--- config.mk ---
export PLATFORM = sky130hd
export DESIGN_NAME = icache_fetcher
export DESIGN_NICKNAME = d
export VERILOG_FILES = /design/src/source/icache_pkg.sv /design/src/source/icache_fetcher.sv
export SDC_FILE = /design/constraint.sdc
export NUM_CORES = 1
export LEC_CHECK = 0
export CAP_MARGIN = 20
export CORE_MARGIN = 2
export CORE_UTILIZATION = 55
export DETAILED_ROUTE_END_ITERATION = 7
export DONT_BUFFER_PORTS = 1
export GPL_TIMING_DRIVEN = 1
export PLACE_DENSITY = 0.78
export SYNTH_ARGS = -nofsm -noshare
export SYNTH_HDL_FRONTEND = slang
export SYNTH_SLANG_ARGS = --single-unit
--- constraint.sdc ---
create_clock -name aclk -period 3.8 [get_ports aclk]
set_clock_uncertainty 0.1 [all_clocks]
set_input_delay 0.57 -clock aclk [delete_from_list [all_inputs] [get_ports aclk]]
set_output_delay 0.57 -clock aclk [all_outputs]
set_load 0.03 [all_outputs]
--- src/source/icache_pkg.sv ---
// Instruction cache shared definitions
// Widths, geometry, response codes and FSM states

package icache_pkg;

    ////////////////////////////////////////////////////////////
    // Bus widths
    ////////////////////////////////////////////////////////////

    // Instruction word, always 32 bits
    localparam int ILEN = 32;
    localparam int ADDR_W = 32;
    localparam int ID_W = 4;
    // One beat on the memory read channel
    localparam int MEM_DATA_W = 32;

    ////////////////////////////////////////////////////////////
    // Cache geometry
    ////////////////////////////////////////////////////////////

    // Line payload and number of lines
    localparam int BLOCK_W = 128;
    localparam int DEPTH = 64;
    // Beats per line refill, also the burst length
    localparam int BEATS = BLOCK_W / MEM_DATA_W;
    localparam int INDEX_W = $clog2(DEPTH);
    // Byte offset inside one line
    localparam int OFFSET_W = $clog2(BLOCK_W / 8);
    localparam int TAG_W = ADDR_W - INDEX_W - OFFSET_W;

    // AXI response codes
    localparam logic [1:0] RESP_OKAY = 2'b00;
    localparam logic [1:0] RESP_SLVERR = 2'b10;

    // Request stage states
    typedef enum logic [1:0] {
        FETCH_IDLE,
        FETCH_LOOKUP,
        FETCH_REFILL,
        FETCH_RESP
    } fetch_state_e;

    // Refill stage states
    typedef enum logic [1:0] {
        MEM_IDLE,
        MEM_ADDR,
        MEM_DATA,
        MEM_FLUSH
    } mem_state_e;

endpackage
--- src/source/icache_fetcher.sv ---
// Instruction cache request stage

`timescale 1ns/10ps

module icache_fetcher (
    input  logic                           aclk,
    input  logic                           arst_n,
    input  logic                           flush_req,
    output logic                           fetch_flush_ack,
    input  logic                           ctrl_arvalid,
    output logic                           ctrl_arready,
    input  logic [icache_pkg::ADDR_W-1:0]  ctrl_araddr,
    input  logic [icache_pkg::ID_W-1:0]    ctrl_arid,
    output logic                           ctrl_rvalid,
    input  logic                           ctrl_rready,
    output logic [icache_pkg::ID_W-1:0]    ctrl_rid,
    output logic [1:0]                     ctrl_rresp,
    output logic [icache_pkg::ILEN-1:0]    ctrl_rdata,
    output logic                           lookup_en,
    output logic [icache_pkg::ADDR_W-1:0]  lookup_addr,
    input  logic                           hit,
    input  logic                           miss,
    input  logic [icache_pkg::ILEN-1:0]    lookup_data,
    output logic                           refill_valid,
    input  logic                           refill_ready,
    output logic [icache_pkg::ADDR_W-1:0]  refill_addr,
    input  logic                           refill_done,
    input  logic                           refill_err
);

    icache_pkg::fetch_state_e state;
    // Held request
    logic [icache_pkg::ADDR_W-1:0] addr_q;
    logic [icache_pkg::ID_W-1:0] id_q;
    // Idle flag, low out of reset until the first edge
    logic idle_q;
    // Line has landed, look it up again next cycle
    logic relookup;
    logic accept;

    ////////////////////////////////////////////////////////////
    // Handshakes and lookup drive
    ////////////////////////////////////////////////////////////

    // One request in flight, none taken while a flush is asked
    assign ctrl_arready = idle_q & ~flush_req;
    assign accept = ctrl_arvalid & ctrl_arready;
    assign fetch_flush_ack = idle_q & flush_req;

    assign ctrl_rid = id_q;
    assign refill_addr = addr_q;

    // First lookup straight from the bus, replay from the held address
    assign lookup_en = accept | ((state == icache_pkg::FETCH_REFILL) & relookup);
    assign lookup_addr = accept ? ctrl_araddr : addr_q;

    ////////////////////////////////////////////////////////////
    // FSM
    ////////////////////////////////////////////////////////////

    always_ff @(posedge aclk or negedge arst_n) begin
        if (!arst_n) begin
            state <= icache_pkg::FETCH_IDLE;
            idle_q <= 1'b0;
            relookup <= 1'b0;
            ctrl_rvalid <= 1'b0;
            refill_valid <= 1'b0;
        end else begin
            case (state)
                icache_pkg::FETCH_IDLE: begin
                    idle_q <= 1'b1;
                    if (accept) begin
                        idle_q <= 1'b0;
                        state <= icache_pkg::FETCH_LOOKUP;
                    end
                end
                // Flags from the line store arrive this cycle
                icache_pkg::FETCH_LOOKUP: begin
                    if (hit) begin
                        ctrl_rvalid <= 1'b1;
                        state <= icache_pkg::FETCH_RESP;
                    end else if (miss) begin
                        refill_valid <= 1'b1;
                        state <= icache_pkg::FETCH_REFILL;
                    end
                end
                icache_pkg::FETCH_REFILL: begin
                    if (refill_ready) begin
                        refill_valid <= 1'b0;
                    end
                    if (relookup) begin
                        relookup <= 1'b0;
                        state <= icache_pkg::FETCH_LOOKUP;
                    end else if (refill_done) begin
                        // Failed line is never stored, answer right away
                        if (refill_err) begin
                            ctrl_rvalid <= 1'b1;
                            state <= icache_pkg::FETCH_RESP;
                        end else begin
                            relookup <= 1'b1;
                        end
                    end
                end
                icache_pkg::FETCH_RESP: begin
                    if (ctrl_rready) begin
                        ctrl_rvalid <= 1'b0;
                        idle_q <= 1'b1;
                        state <= icache_pkg::FETCH_IDLE;
                    end
                end
                default: state <= icache_pkg::FETCH_IDLE;
            endcase
        end
    end

    // Request and response payload
    always_ff @(posedge aclk) begin
        if (accept) begin
            addr_q <= ctrl_araddr;
            id_q <= ctrl_arid;
        end
        if (state == icache_pkg::FETCH_LOOKUP && hit) begin
            ctrl_rdata <= lookup_data;
            ctrl_rresp <= icache_pkg::RESP_OKAY;
        end
        if (state == icache_pkg::FETCH_REFILL && !relookup && refill_done && refill_err) begin
            ctrl_rdata <= '0;
            ctrl_rresp <= icache_pkg::RESP_SLVERR;
        end
    end

    // Response holds under back-pressure
    assert property (@(posedge aclk) disable iff (!arst_n)
        ctrl_rvalid && !ctrl_rready |=> ctrl_rvalid && $stable(ctrl_rdata)
            && $stable(ctrl_rid) && $stable(ctrl_rresp));

endmodule

# Word-level counts from Yosys, hierarchy flattened
# Index checks and enable logic that the tools add are counted.
[totals] register_bits=75 wordCells=68 output_inout_bits=107
[classes] eq_ne=15 muxes=25 bitwise=6 reduce_logical=13
[ops] cell="32-bit 2-to-1 mux" n=1
[ops] cell="2-bit != test, second input constant" n=9
[ops] cell="2-bit 2-to-1 mux" n=7
[ops] cell="1-bit 2-to-1 mux" n=13
[ops] cell="3-bit != test, second input constant" n=3
[ops] cell="2-bit one-hot mux with 4 select lines" n=1
[ops] cell="6-bit AND reduction" n=1
[ops] cell="5-bit AND reduction" n=1
[ops] cell="1-bit AND" n=4
[ops] cell="2-bit == test, second input constant" n=2
[ops] cell="1-bit logical AND" n=4
[ops] cell="1-bit one-hot mux with 2 select lines" n=2
[ops] cell="4-bit AND reduction" n=1
[ops] cell="2-bit nonzero test" n=2
[ops] cell="1-bit one-hot mux with 3 select lines" n=1
[ops] cell="3-bit nonzero test" n=1
[ops] cell="2-bit by 1-bit == test with 1-bit output, second input constant" n=1
[ops] cell="2-bit logical NOT" n=1
[ops] cell="2-bit AND reduction" n=1
[ops] cell="1-bit logical NOT" n=1
[ops] cell="1-bit inverter" n=1
[ops] cell="1-bit bitwise OR" n=1

# Depth between registers and ports, before layout
[logic_depth] depth_word=5 ltp_mapped=6 depth_no_buf=3

# Worst setup path after synthesis
# Ideal clock, no wire load.
[synth_timing] kind="in2out" startpoint="input flush_req" endpoint="output lookup_addr[10] in the netlist's numbering" cell_stages=4 setup_slack_ps=1697 n_path_buf=2 required_ps=3130 arrival_ps=1433 cell_sequence="and3b_1 buf_6 buf_6 mux2_4"
[synth_via] elab_chain_len=4
[synth_lines] element="from (decl)" line_no="icache_fetcher.sv:8" text="input logic flush_req,"
[synth_lines] element="1-bit inverter" line_no="icache_fetcher.sv:46" text="assign ctrl_arready = idle_q & ~flush_req;"
[synth_lines] element="1-bit AND" line_no="icache_fetcher.sv:46"
[synth_lines] element="1-bit AND" line_no="icache_fetcher.sv:47" text="assign accept = ctrl_arvalid & ctrl_arready;"
[synth_lines] element="net accept" line_no="icache_fetcher.sv:39" text="logic accept;"
[synth_lines] element="32-bit 2-to-1 mux"
[synth_lines] element="to (decl)" line_no="icache_fetcher.sv:20" text="output logic [icache_pkg::ADDR_W-1:0] lookup_addr,"
# The timed path passes the listed nets, and every way through them passes these cells.

# Final worst setup path
[layout_timing] startpoint="register idle_q" endpoint="output lookup_addr[23] in the netlist's numbering"
[layout_via] elab_chain_len=3
[layout_lines] element="from (decl)" line_no="icache_fetcher.sv:36" text="logic idle_q;"
[layout_lines] element="from (signal assigned)" line_no="icache_fetcher.sv:64" text="idle_q <= 1'b0;"
[layout_lines] element="from (signal assigned)" line_no="icache_fetcher.sv:71" text="idle_q <= 1'b1;"
[layout_lines] element="from (signal assigned)" line_no="icache_fetcher.sv:73" text="idle_q <= 1'b0;"
[layout_lines] element="1-bit AND" line_no="icache_fetcher.sv:46"
[layout_lines] element="1-bit AND" line_no="icache_fetcher.sv:47"
[layout_lines] element="32-bit 2-to-1 mux"
# No other way between the ends.

==> results.ini <==
[grt]
grt_usage_pct = 20.7
grt_pass1_wl_um = 9490
overflow = 0
grt_pass1_vias = 1827
grt_max_degree = 33
antenna_found_initial = 0

[detailed_routing]
drt_iter0_markers = 86
routed_via_density = 5.49
wl_per_cell_um = 18.5
firstDrtPassIters = 4
drc_errors = 0
num_vias = 1807
antenna_left = 0
totalWireLength_um = 6080

[clocking]
clockBufferDepth = 2
clk_latency_ns = 0.32
cts_tree = built
hold_buffers = 1
cts_sinks = 75
cts_resized = 0
clk_pin_slew_ns = 0.07
htreeDepth = 3
cts_buffers = 9
cts_root_buffer = clkbuf_8
cts_setup_buffers = 0

[cells_and_area]
num-nets-final = 332
final_common_cell = nand2_1
fillCellCount = 424
final_cell_mix = 70 x nand2_1, 65 x dfxtp_1, 28 x mux2_4, 24 x a21oi_1, 10 x a21oi_2
layout-drive-gt1-share_pct = 23.6
multi_input_area_um2 = 1120
n_antenna_cell = 0
utilization_pct = 60.1
area_growth_pct = 6.23
ff_latch_area_um2 = 1570
postLayoutCellArea_um2 = 3030

[critical_path]
rr_worst_depth = 3
critical_path_required_ns = 3.13
critPathLaunchType = flip-flop
path_max_fanout = 27
crit_type = reg -> out
arrival_ns = 2.24
critPathCaptureType = output port

[logic_synthesis]
synth_cell_types = 33
yosysSeqAreaShare_pct = 55.1
synth_edf_count = 4
synth_cells = 255
synthArstFlopShare_pct = 8.00
yosysWarnings = 0
yosys_most_used_dff = dfxtp_1
synth_area_um2 = 2850
avgSynthCellArea_um2 = 11.2
synth_nets = 333
ys_seq_elements = 75

[floorplanning]
start_util_pct = 56.6
design.die.area_um2 = 5780
pin_count = 185
row_count = 26
die_w_um = 76.0
core_region_area_um2 = 5040
die_h_um = 76.0

[timing]
fin_crit_ns = 2.91
setup_viol = 0
finalSetupTns_ns = 0
rsz0062_at_grt = false
finalHoldViolations = 0
fmax_mhz = 344
slew_headroom_pct = 49.7
slew_violations = 0
fin_crit_sh_pct = 76.5
tightest_slew_ns = 0.754

[place]
io_buffers = 0
dpl-instance-area_um2 = 2810
dp_hpwl_um = 4490
place_congestion = 0.815

[status]
status = complete, no violations

[power_and_ir_drop]
p_leak_nw = 1.25
ir_worst_vdd_mv = 0.696
power.density_nw_per_um2 = 1270

[job]
drv_cap = 0

[min_path]
worstHoldPathType = in -> reg
hold_depth = 0

-- cells in the mapped netlist, drive strengths merged, types with 2 or more instances --
| cell type | instances | area [µm²] |
|---|---|---|
| mux2 | 32 | 465 |
| dfxtp | 65 | 1300 |
| and3b | 2 | 17.5 |
| a21oi | 34 | 208 |
| inv | 2 | 7.51 |
| dfrtp | 6 | 150 |
| nand2 | 70 | 263 |
| nor2 | 3 | 11.3 |
| nand2b | 2 | 20.0 |
| o21ai | 2 | 10.0 |
| a21o | 2 | 15.0 |
| buf | 17 | 149 |
| edfxtp | 4 | 120 |
-- worst paths after layout --
check | endpoint | slack (ns) | from
min in group asynchronous | refill_valid | 0.46 | arst_n
max reg2reg | refill_addr[25] | 1.66 | idle_q
min reg2reg | ctrl_rdata[14] | 0.51 | ctrl_rdata[14]
min | ctrl_rid[0] | 0.24 | ctrl_arid[0]
max in group asynchronous | relookup | 2.91 | arst_n
max | lookup_addr[23] | 0.89 | idle_q
-- logic make-up (layout without fill, tap and decap cells) --
kind of cell | Yosys count | in the layout | synth area share [%]
other | 1 | 1 | 0.132
buffers and inverters | 19 | 23 | 5.48
multiplexers | 32 | 32 | 16.3
flip-flops | 75 | 75 | 55.1
AND/OR/NAND/NOR | 83 | 83 | 12.8
AO/OA/AOI/OAI | 45 | 45 | 10.2
-- state kept, by name (all words and copies together) (netlist names) --
signal	count
ctrl_rdata	32
ctrl_rvalid	1
ctrl_rid	4
state	2
refill_addr	32
relookup	1
idle_q	1
ctrl_rresp	1
refill_valid	1
-- worst max-delay path, stage by stage, from the launching register on --
cell and delay, ns:
dfrtp_1 0.42, and3b_2 0.72, buf_4 0.38, mux2_4 0.39
-- final cells by class --
class | instances | share of cell area [%]
repair buffers | 5 | 1.98
inverters | 2 | 0.248
flip-flops and latches | 75 | 51.9
clock inverters | 3 | 1.28
multi-input cells | 161 | 37.1
clock buffers | 13 | 4.58
well taps | 70 | 2.89
-- power by group --
group	internal, W	switching (W)
combinational	0.000439	0.000747
clock	0.000302	0.000254
sequential	0.00117	0.000945
-- metrics by stage --
step                      power (W)  hold WS, ns  setup WS [ns]  std cells
final                       0.00385        0.239          0.895        329
after global routing        0.00402        0.219          0.795        329
after CTS                   0.00386        0.217          0.871        328
after detailed placement    0.00330        0.175           1.06        311
after global placement      0.00325        0.175           1.12        311
after floorplan             0.00315        0.174           1.70        255
-- layer usage --
layer  part of all wire, %  track usage [%]
met1                    39             23.6
met2                    51             35.3
met3                   8.8             6.64
met4                   1.8             9.82
met5                     0                0
Note: power is estimated with default switching activity, not from simulation.
