**src/source/icache_pkg.sv**
```systemverilog
// Instruction cache shared definitions
// Widths, geometry, response codes and FSM states

package icache_pkg;

    ////////////////////////////////////////////////////////////
    // Bus widths
    ////////////////////////////////////////////////////////////

    // Instruction word, always 32 bits
    localparam int ILEN = 32;
    localparam int ADDR_W = 32;
    localparam int ID_W = 4;
    // One beat on the memory read channel
    localparam int MEM_DATA_W = 32;

    ////////////////////////////////////////////////////////////
    // Cache geometry
    ////////////////////////////////////////////////////////////

    // Line payload and number of lines
    localparam int BLOCK_W = 128;
    localparam int DEPTH = 64;
    // Beats per line refill, also the burst length
    localparam int BEATS = BLOCK_W / MEM_DATA_W;
    localparam int INDEX_W = $clog2(DEPTH);
    // Byte offset inside one line
    localparam int OFFSET_W = $clog2(BLOCK_W / 8);
    localparam int TAG_W = ADDR_W - INDEX_W - OFFSET_W;

    // AXI response codes
    localparam logic [1:0] RESP_OKAY = 2'b00;
    localparam logic [1:0] RESP_SLVERR = 2'b10;

    // Request stage states
    typedef enum logic [1:0] {
        FETCH_IDLE,
        FETCH_LOOKUP,
        FETCH_REFILL,
        FETCH_RESP
    } fetch_state_e;

    // Refill stage states
    typedef enum logic [1:0] {
        MEM_IDLE,
        MEM_ADDR,
        MEM_DATA,
        MEM_FLUSH
    } mem_state_e;

endpackage
```
**src/source/icache_memctrl.sv**
```systemverilog
// Instruction cache refill stage

`timescale 1ns/10ps

module icache_memctrl (
    input  logic                              aclk,
    input  logic                              arst_n,
    input  logic                              flush_req,
    output logic                              mem_flush_ack,
    output logic                              cache_flush,
    input  logic                              refill_valid,
    output logic                              refill_ready,
    input  logic [icache_pkg::ADDR_W-1:0]     refill_addr,
    output logic                              refill_done,
    output logic                              refill_err,
    output logic                              mem_arvalid,
    input  logic                              mem_arready,
    output logic [icache_pkg::ADDR_W-1:0]     mem_araddr,
    input  logic                              mem_rvalid,
    output logic                              mem_rready,
    input  logic [icache_pkg::MEM_DATA_W-1:0] mem_rdata,
    input  logic [1:0]                        mem_rresp,
    input  logic                              mem_rlast,
    output logic                              line_wen,
    output logic [icache_pkg::ADDR_W-1:0]     line_addr,
    output logic [icache_pkg::BLOCK_W-1:0]    line_data
);

    icache_pkg::mem_state_e state;
    logic [$clog2(icache_pkg::BEATS)-1:0] beat_cnt;
    // Sticky error over the burst
    logic err_q;
    logic beat_err;
    logic take_refill;
    logic [icache_pkg::BLOCK_W-1:0] line_q;

    // Flush wins over a refill in idle
    assign refill_ready = (state == icache_pkg::MEM_IDLE) & ~flush_req;
    assign take_refill = refill_valid & refill_ready;
    assign beat_err = mem_rresp != icache_pkg::RESP_OKAY;

    // Line goes back to the address it was read from
    assign line_addr = mem_araddr;
    assign line_data = line_q;

    ////////////////////////////////////////////////////////////
    // FSM
    ////////////////////////////////////////////////////////////

    always_ff @(posedge aclk or negedge arst_n) begin
        if (!arst_n) begin
            state <= icache_pkg::MEM_IDLE;
            mem_arvalid <= 1'b0;
            mem_rready <= 1'b0;
            beat_cnt <= '0;
            err_q <= 1'b0;
            refill_done <= 1'b0;
            refill_err <= 1'b0;
            line_wen <= 1'b0;
            cache_flush <= 1'b0;
            mem_flush_ack <= 1'b0;
        end else begin
            // Single cycle pulses
            refill_done <= 1'b0;
            line_wen <= 1'b0;
            cache_flush <= 1'b0;
            case (state)
                icache_pkg::MEM_IDLE: begin
                    if (flush_req) begin
                        cache_flush <= 1'b1;
                        state <= icache_pkg::MEM_FLUSH;
                    end else if (take_refill) begin
                        mem_arvalid <= 1'b1;
                        beat_cnt <= '0;
                        err_q <= 1'b0;
                        state <= icache_pkg::MEM_ADDR;
                    end
                end
                icache_pkg::MEM_ADDR: begin
                    if (mem_arready) begin
                        mem_arvalid <= 1'b0;
                        mem_rready <= 1'b1;
                        state <= icache_pkg::MEM_DATA;
                    end
                end
                // rready stays up, every valid beat is taken
                icache_pkg::MEM_DATA: begin
                    if (mem_rvalid) begin
                        beat_cnt <= beat_cnt + 1'b1;
                        err_q <= err_q | beat_err;
                        if (mem_rlast) begin
                            mem_rready <= 1'b0;
                            refill_done <= 1'b1;
                            refill_err <= err_q | beat_err;
                            line_wen <= ~(err_q | beat_err);
                            state <= icache_pkg::MEM_IDLE;
                        end
                    end
                end
                // Ack one cycle after the clear, held with the request
                icache_pkg::MEM_FLUSH: begin
                    mem_flush_ack <= flush_req;
                    if (!flush_req) begin
                        state <= icache_pkg::MEM_IDLE;
                    end
                end
                default: state <= icache_pkg::MEM_IDLE;
            endcase
        end
    end

    // Aligned address and beat assembly, first beat ends in the low word
    always_ff @(posedge aclk) begin
        if (take_refill) begin
            mem_araddr <= {refill_addr[icache_pkg::ADDR_W-1:icache_pkg::OFFSET_W],
                           {icache_pkg::OFFSET_W{1'b0}}};
        end
        if (state == icache_pkg::MEM_DATA && mem_rvalid) begin
            line_q <= {mem_rdata, line_q[icache_pkg::BLOCK_W-1:icache_pkg::MEM_DATA_W]};
        end
    end

    ////////////////////////////////////////////////////////////
    // Checks
    ////////////////////////////////////////////////////////////

    assert property (@(posedge aclk) disable iff (!arst_n)
        mem_arvalid && !mem_arready |=> mem_arvalid && $stable(mem_araddr));

    // Burst length agrees with the memory side
    assert property (@(posedge aclk) disable iff (!arst_n)
        mem_rvalid && mem_rready |-> mem_rlast == (beat_cnt == icache_pkg::BEATS - 1));

endmodule

```
**config.mk**
```make
export PLATFORM = sky130hd
export DESIGN_NAME = icache_memctrl
export DESIGN_NICKNAME = d
export VERILOG_FILES = /design/src/source/icache_pkg.sv /design/src/source/icache_memctrl.sv
export SDC_FILE = /design/constraint.sdc
export NUM_CORES = 1
export LEC_CHECK = 0
export ABC_AREA = 1
export BUFFER_PORTS_ARGS = -buffer_cell sky130_fd_sc_hd__buf_2
export CORE_ASPECT_RATIO = 0.7
export CORE_MARGIN = 2
export CORE_UTILIZATION = 40
export CTS_BUF_LIST = sky130_fd_sc_hd__clkbuf_4 sky130_fd_sc_hd__clkbuf_8 sky130_fd_sc_hd__clkbuf_16
export CTS_CLUSTER_DIAMETER = 50
export CTS_CLUSTER_SIZE = 24
export DETAILED_ROUTE_END_ITERATION = 8
export PLACE_DENSITY = 0.73
export SLEW_MARGIN = 30
export SYNTH_ARGS = -nofsm -noshare
export SYNTH_HDL_FRONTEND = slang
export SYNTH_SLANG_ARGS = --single-unit
```
**constraint.sdc**
```tcl
create_clock -name aclk -period 9.5 [get_ports aclk]
set_clock_uncertainty 0.2 [all_clocks]
set_input_delay 0 -clock aclk [delete_from_list [all_inputs] [get_ports aclk]]
set_output_delay 0 -clock aclk [all_outputs]
set_load 0.05 [all_outputs]
```
Word level (Yosys, flattened, before mapping)
Cells that the tools add are included.

storage, ports and cells
  register bits after elaboration = 166
  word-level logic and storage cells = 64

operators by class
  equality and inequality tests = 10
  muxes and demuxes = 27
  bitwise logic cells = 5
  reduce and logical (&&, ||, !) cells = 11

operator list
  operator              count
  $mux W1               17
  $mux W2               6
  $ne A2 B2 Y1 const B  6
  $reduce_and A4 Y1     3
  $pmux W2 S4           1
  $reduce_bool A2 Y1    4
  $pmux W1 S2           3
  $reduce_and A5 Y1     1
  $eq A2 B2 Y1 const B  2
  $ne A3 B3 Y1 const B  1
  $reduce_and A3 Y1     1
  $and A1 B1 Y1         2
  $eq A2 B1 Y1 const B  1
  $logic_not A2 Y1      1
  $not A1 Y1            2
  $logic_and A1 B1 Y1   1
  $or A1 B1 Y1          1

Logic depth before layout (Yosys ltp)
  depth after elaboration = 6
  gate-level depth with buffers = 8

Worst setup path after synthesis
No wires, ideal clock.

  path kind = register to register
  from = register state[0]
  to = register line_q, in the netlist line_data[0], enable pin
  data arrival time = 5.931 ns
  slack = 2.752 ns
  cell stages (with the launch flop) = 4
  buffers on the path = 0
  clock period less this slack = 6.748 ns
  cells stage by stage = dfrtp_1 inv_2 nand2_2 nor2_1

on the way
  word-level cells in the longest chain between the ends = 2

RTL lines
  item                    line                   text
  from (decl)             icache_memctrl.sv:29   icache_pkg::mem_state_e state;
  from (signal assigned)  icache_memctrl.sv:52   state <= icache_pkg::MEM_IDLE;
  from (signal assigned)  icache_memctrl.sv:71   state <= icache_pkg::MEM_FLUSH;
  from (signal assigned)  icache_memctrl.sv:76   state <= icache_pkg::MEM_ADDR;
  $eq A2 B2 Y1            icache_memctrl.sv:118  if (state == icache_pkg::MEM_DATA && mem_rvalid) begin
  $logic_and A1 B1 Y1     icache_memctrl.sv:118
  to (signal assigned)    icache_memctrl.sv:119  line_q <= {mem_rdata, line_q[icache_pkg::BLOCK_W-1:icache_pkg::MEM_DATA_W]};
  to (decl)               icache_memctrl.sv:35   logic [icache_pkg::BLOCK_W-1:0] line_q;

Every way passes these cells.
A chain may end at the register's enable or synchronous reset.

Worst setup path in the final report
  from = input port mem_rresp[0]
  to = register refill_err

on the way
  word-level cells in the longest chain between the ends = 2

RTL lines
  item                  line                  text
  from (decl)           icache_memctrl.sv:22  input logic [1:0] mem_rresp,
  $reduce_bool A2 Y1    icache_memctrl.sv:40  assign beat_err = mem_rresp != icache_pkg::RESP_OKAY;
  $or A1 B1 Y1          icache_memctrl.sv:94  refill_err <= err_q | beat_err;
  to (signal assigned)  icache_memctrl.sv:94
  to (decl)             icache_memctrl.sv:15  output logic refill_err,

Every way passes these cells.

==> impl_metrics.py <==
metrics = {
    "worst_setup_path": {
        "rr_endpoint": "line_data[91]$_DFFE_PP_",
        "worstPathCellList": "dlygate4sd3_1, buf_2, nor2_1, dlygate4sd3_1, nand3_1, dlygate4sd3_1, nor3_1, dlygate4sd3_1, nor2_1",
        "cp_slowest_stage_delay_ns": 0.61,
        "reg2reg_from": "state[1]$_DFFE_PN0P_",
        "worstPathArrival_ns": 2.80,
        "critPathLaunchType": "primary input",
        "critPathKind": "primary input to register",
        "worst_ep_required_time_ns": 9.61,
        "r2r_cells": 4,
        "crit_path_max_fanout": 2,
        "cp-endpoint": "refill_err$_DFFE_PN0P_",
        "endpoint_kind": "register",
        "critPathLaunch": "mem_rresp[0]",
        "crit_top_cell": "dlygate4sd3_1",
        "cp_slowest_cell": "dlygate4sd3_1",
        "r2r_slack_ns": 6.87,
    },
    "sta": {
        "fin_setup_tns_ns": 0,
        "tightest_slew_ns": 0.7567,
        "setup_viol_count_final": 0,
        "min_period_over_period": 0.2828,
        "max_freq_mhz": 372.2,
        "holdWs_ns": 0.09055,
        "rsz0062_at_grt": "no",
        "slew_headroom": 0.4955,
        "fin_crit_ns": 2.687,
        "finalHoldViolCount": 0,
        "slew_viol_final": 0,
    },
    "finish": {
        "regArea_mm2": 0.004935,
        "n_antenna_cell": 0,
        "fin_nets": 656,
        "fillCellCount": 984,
        "instances_no_fill": 780,
        "multi_input_area_um2": 252.7,
        "utilization": 0.6110,
        "final_layout_size_suffix_gt1_frac": 0.5092,
        "area_growth_syn_to_layout_pct": 48.15,
    },
    "global_route": {
        "antenna_found_initial": 0,
        "grt_max_degree": 86,
        "overflow": 0,
        "grt_pass1_vias": 3440,
        "grt_pass1_wl_um": 17640,
        "grt_usage": 0.1636,
    },
    "synth": {
        "synth_cells": 257,
        "syn_area_mm2": 0.005473,
        "synthDistinctLibCells": 18,
        "seq_area_frac_synth": 0.9017,
        "synth_warnings": 0,
        "ys_ff_latch": 166,
        "syn_avg_cell_area_um2": 21.29,
    },
    "cts": {
        "cts_setup_buffers": 0,
        "clock_path_buffers": 2,
        "clk_pin_slew_worst_paths_ns": 0.07,
        "cts_buffers": 17,
        "cts_tree": "yes",
        "clock_sinks": 166,
        "cts_resized": 0,
        "htree_levels": 4,
        "insertion_delay_ns": 0.41,
        "cts_root_buffer": "clkbuf_16",
    },
    "floorplan": {
        "std_cell_rows": 35,
        "chipWidth_um": 143.8,
        "core_area_mm2": 0.01327,
        "io_pins": 273,
        "dieArea_mm2": 0.01465,
        "die_height_um": 101.9,
        "initial_core_util": 0.4124,
    },
    "drt": {
        "num_vias": 3465,
        "first_iter_violations": 166,
        "detail-route-antenna-nets": 0,
        "dr.pass1.iters": 5,
        "wl_um": 12370,
        "avgViaCountPerCell": 4.442,
        "post-route-drc-count": 0,
        "routedWlPerCell_um": 15.85,
    },
    "worst_hold_path": {
        "hold_path_class": "primary input to register",
    },
    "power_and_ir_drop": {
        "leakagePower_nw": 3.378,
        "ir_drop_mv": 0.1561,
        "total_power_mw": 2.343,
        "powerDensity_mw_per_mm2": 289.0,
    },
    "place": {
        "globalplace.congestion": 0.8639,
        "place_inst": 674,
        "portBuffers": 260,
        "dp.final_hpwl_um": 8162,
    },
    "flow_run": {
        "cap_violations": 0,
    },
    "outcome": {
        "status": "completed",
    },
}
worst max-delay path: cells and delay by family:
family / cells / cell delay, ns
and+or+nand+nor: 4 / 0.35
buffers and inverters: 5 / 2.46
Yosys cell counts:
library cell | n | area, um^2
edfxtp_1 | 156 | 4684
buf_4 | 36 | 270.3
nand2_1 | 16 | 60.06
dfrtp_1 | 10 | 250.2
inv_1 | 9 | 33.78
nand3_1 | 8 | 40.04
o21ai_0 | 5 | 25.02
nor2_1 | 4 | 15.01
nand2_2 | 2 | 12.51
nand3_2 | 2 | 20.02
nor3_1 | 2 | 10.01
a21oi_1 | 1 | 5.000
buf_6 | 1 | 11.26
conb_1 | 1 | 3.750
inv_2 | 1 | 3.750
nor2_2 | 1 | 6.260
nor2_4 | 1 | 11.26
nor3_2 | 1 | 10.01
report_power, final:
group          leakage (nW)  total, mW  internal [mW]  switching (mW)
Clock                 0.287      0.663          0.353           0.310
Sequential             1.55       1.01          0.952          0.0545
Combinational          1.54      0.674          0.133           0.541
state kept, by name, summed over array words and instances (netlist names):
register / count
line_data: 128
line_addr: 28
state: 2
cache_flush: 1
err_q: 1
line_wen: 1
mem_arvalid: 1
mem_flush_ack: 1
mem_rready: 1
refill_done: 1
refill_err: 1
metrics by stage:
stage	cell area, um^2	setup slack, ns
6_report	8108	6.813
4_1_cts	8104	6.694
3_3_place_gp	6773	6.799
5_1_grt	8108	6.742
2_1_floorplan	5499	2.752
3_5_place_dp	6773	6.710
kinds of logic after synthesis:
logic type	synth area share
DFF	0.9017
buffers and inverters	0.05830
and+or+nand+nor	0.03384
AOI/OAI and AO/OA	0.005485
other	0.0006852
cell type report:
type,count,share of cell area
Inverter,10,0.004630
Clock inverter,14,0.01914
Multi-Input combinational cell,51,0.03117
Tap cell,185,0.02855
Timing Repair Buffer,337,0.2554
Clock buffer,17,0.05247
Sequential cell,166,0.6086
placed cells by master (no fill, tap or decap), types with 3 or more instances in the layout:
| master | Yosys | final |
|---|---|---|
| buf_2 | 0 | 260 |
| edfxtp_1 | 156 | 156 |
| dlygate4sd3_1 | 0 | 75 |
| clkbuf_16 | 0 | 17 |
| nand2_1 | 16 | 16 |
| dfrtp_1 | 10 | 10 |
| inv_1 | 9 | 8 |
| nand3_1 | 8 | 8 |
| conb_1 | 1 | 8 |
| inv_8 | 0 | 7 |
| o21ai_0 | 5 | 5 |
| nor2_1 | 4 | 3 |
| inv_6 | 0 | 3 |
timing repair:
action | 4_1_cts | 5_1_grt
hold buffers | 75 | 0
endpoints found under the setup margin | 0 | 0
hold endpoints to repair | 80 | 0
how the worst min path moves through the flow:
| stage | end | slack (ns) | startpoint | cells after the start |
|---|---|---|---|---|
| floorplan | cache_flush$_DFF_PN0_ | -0.50 | arst_n | 0 |
| global route | line_addr[19]$_DFFE_PP_ | 0.08 | refill_addr[19] | 2 |
| detailed placement | cache_flush$_DFF_PN0_ | -0.33 | arst_n | 1 |
| global placement | line_wen$_DFF_PN0_ | -0.33 | arst_n | 1 |
| CTS | line_addr[10]$_DFFE_PP_ | 0.07 | refill_addr[10] | 2 |
| finish | line_data[121]$_DFFE_PP_ | 0.09 | mem_rdata[25] | 2 |
per-layer routing:
metal | vias to the layer above | global-route usage | part of all wire
li1 | 1560 | - | -
met1 | 1681 | 0.1855 | 0.37
met2 | 203 | 0.2846 | 0.52
met3 | 21 | 0.05811 | 0.088
met4 | 0 | 0.06938 | 0.015
met5 | - | 0 | 0
Power figures use the tool's default switching activity.
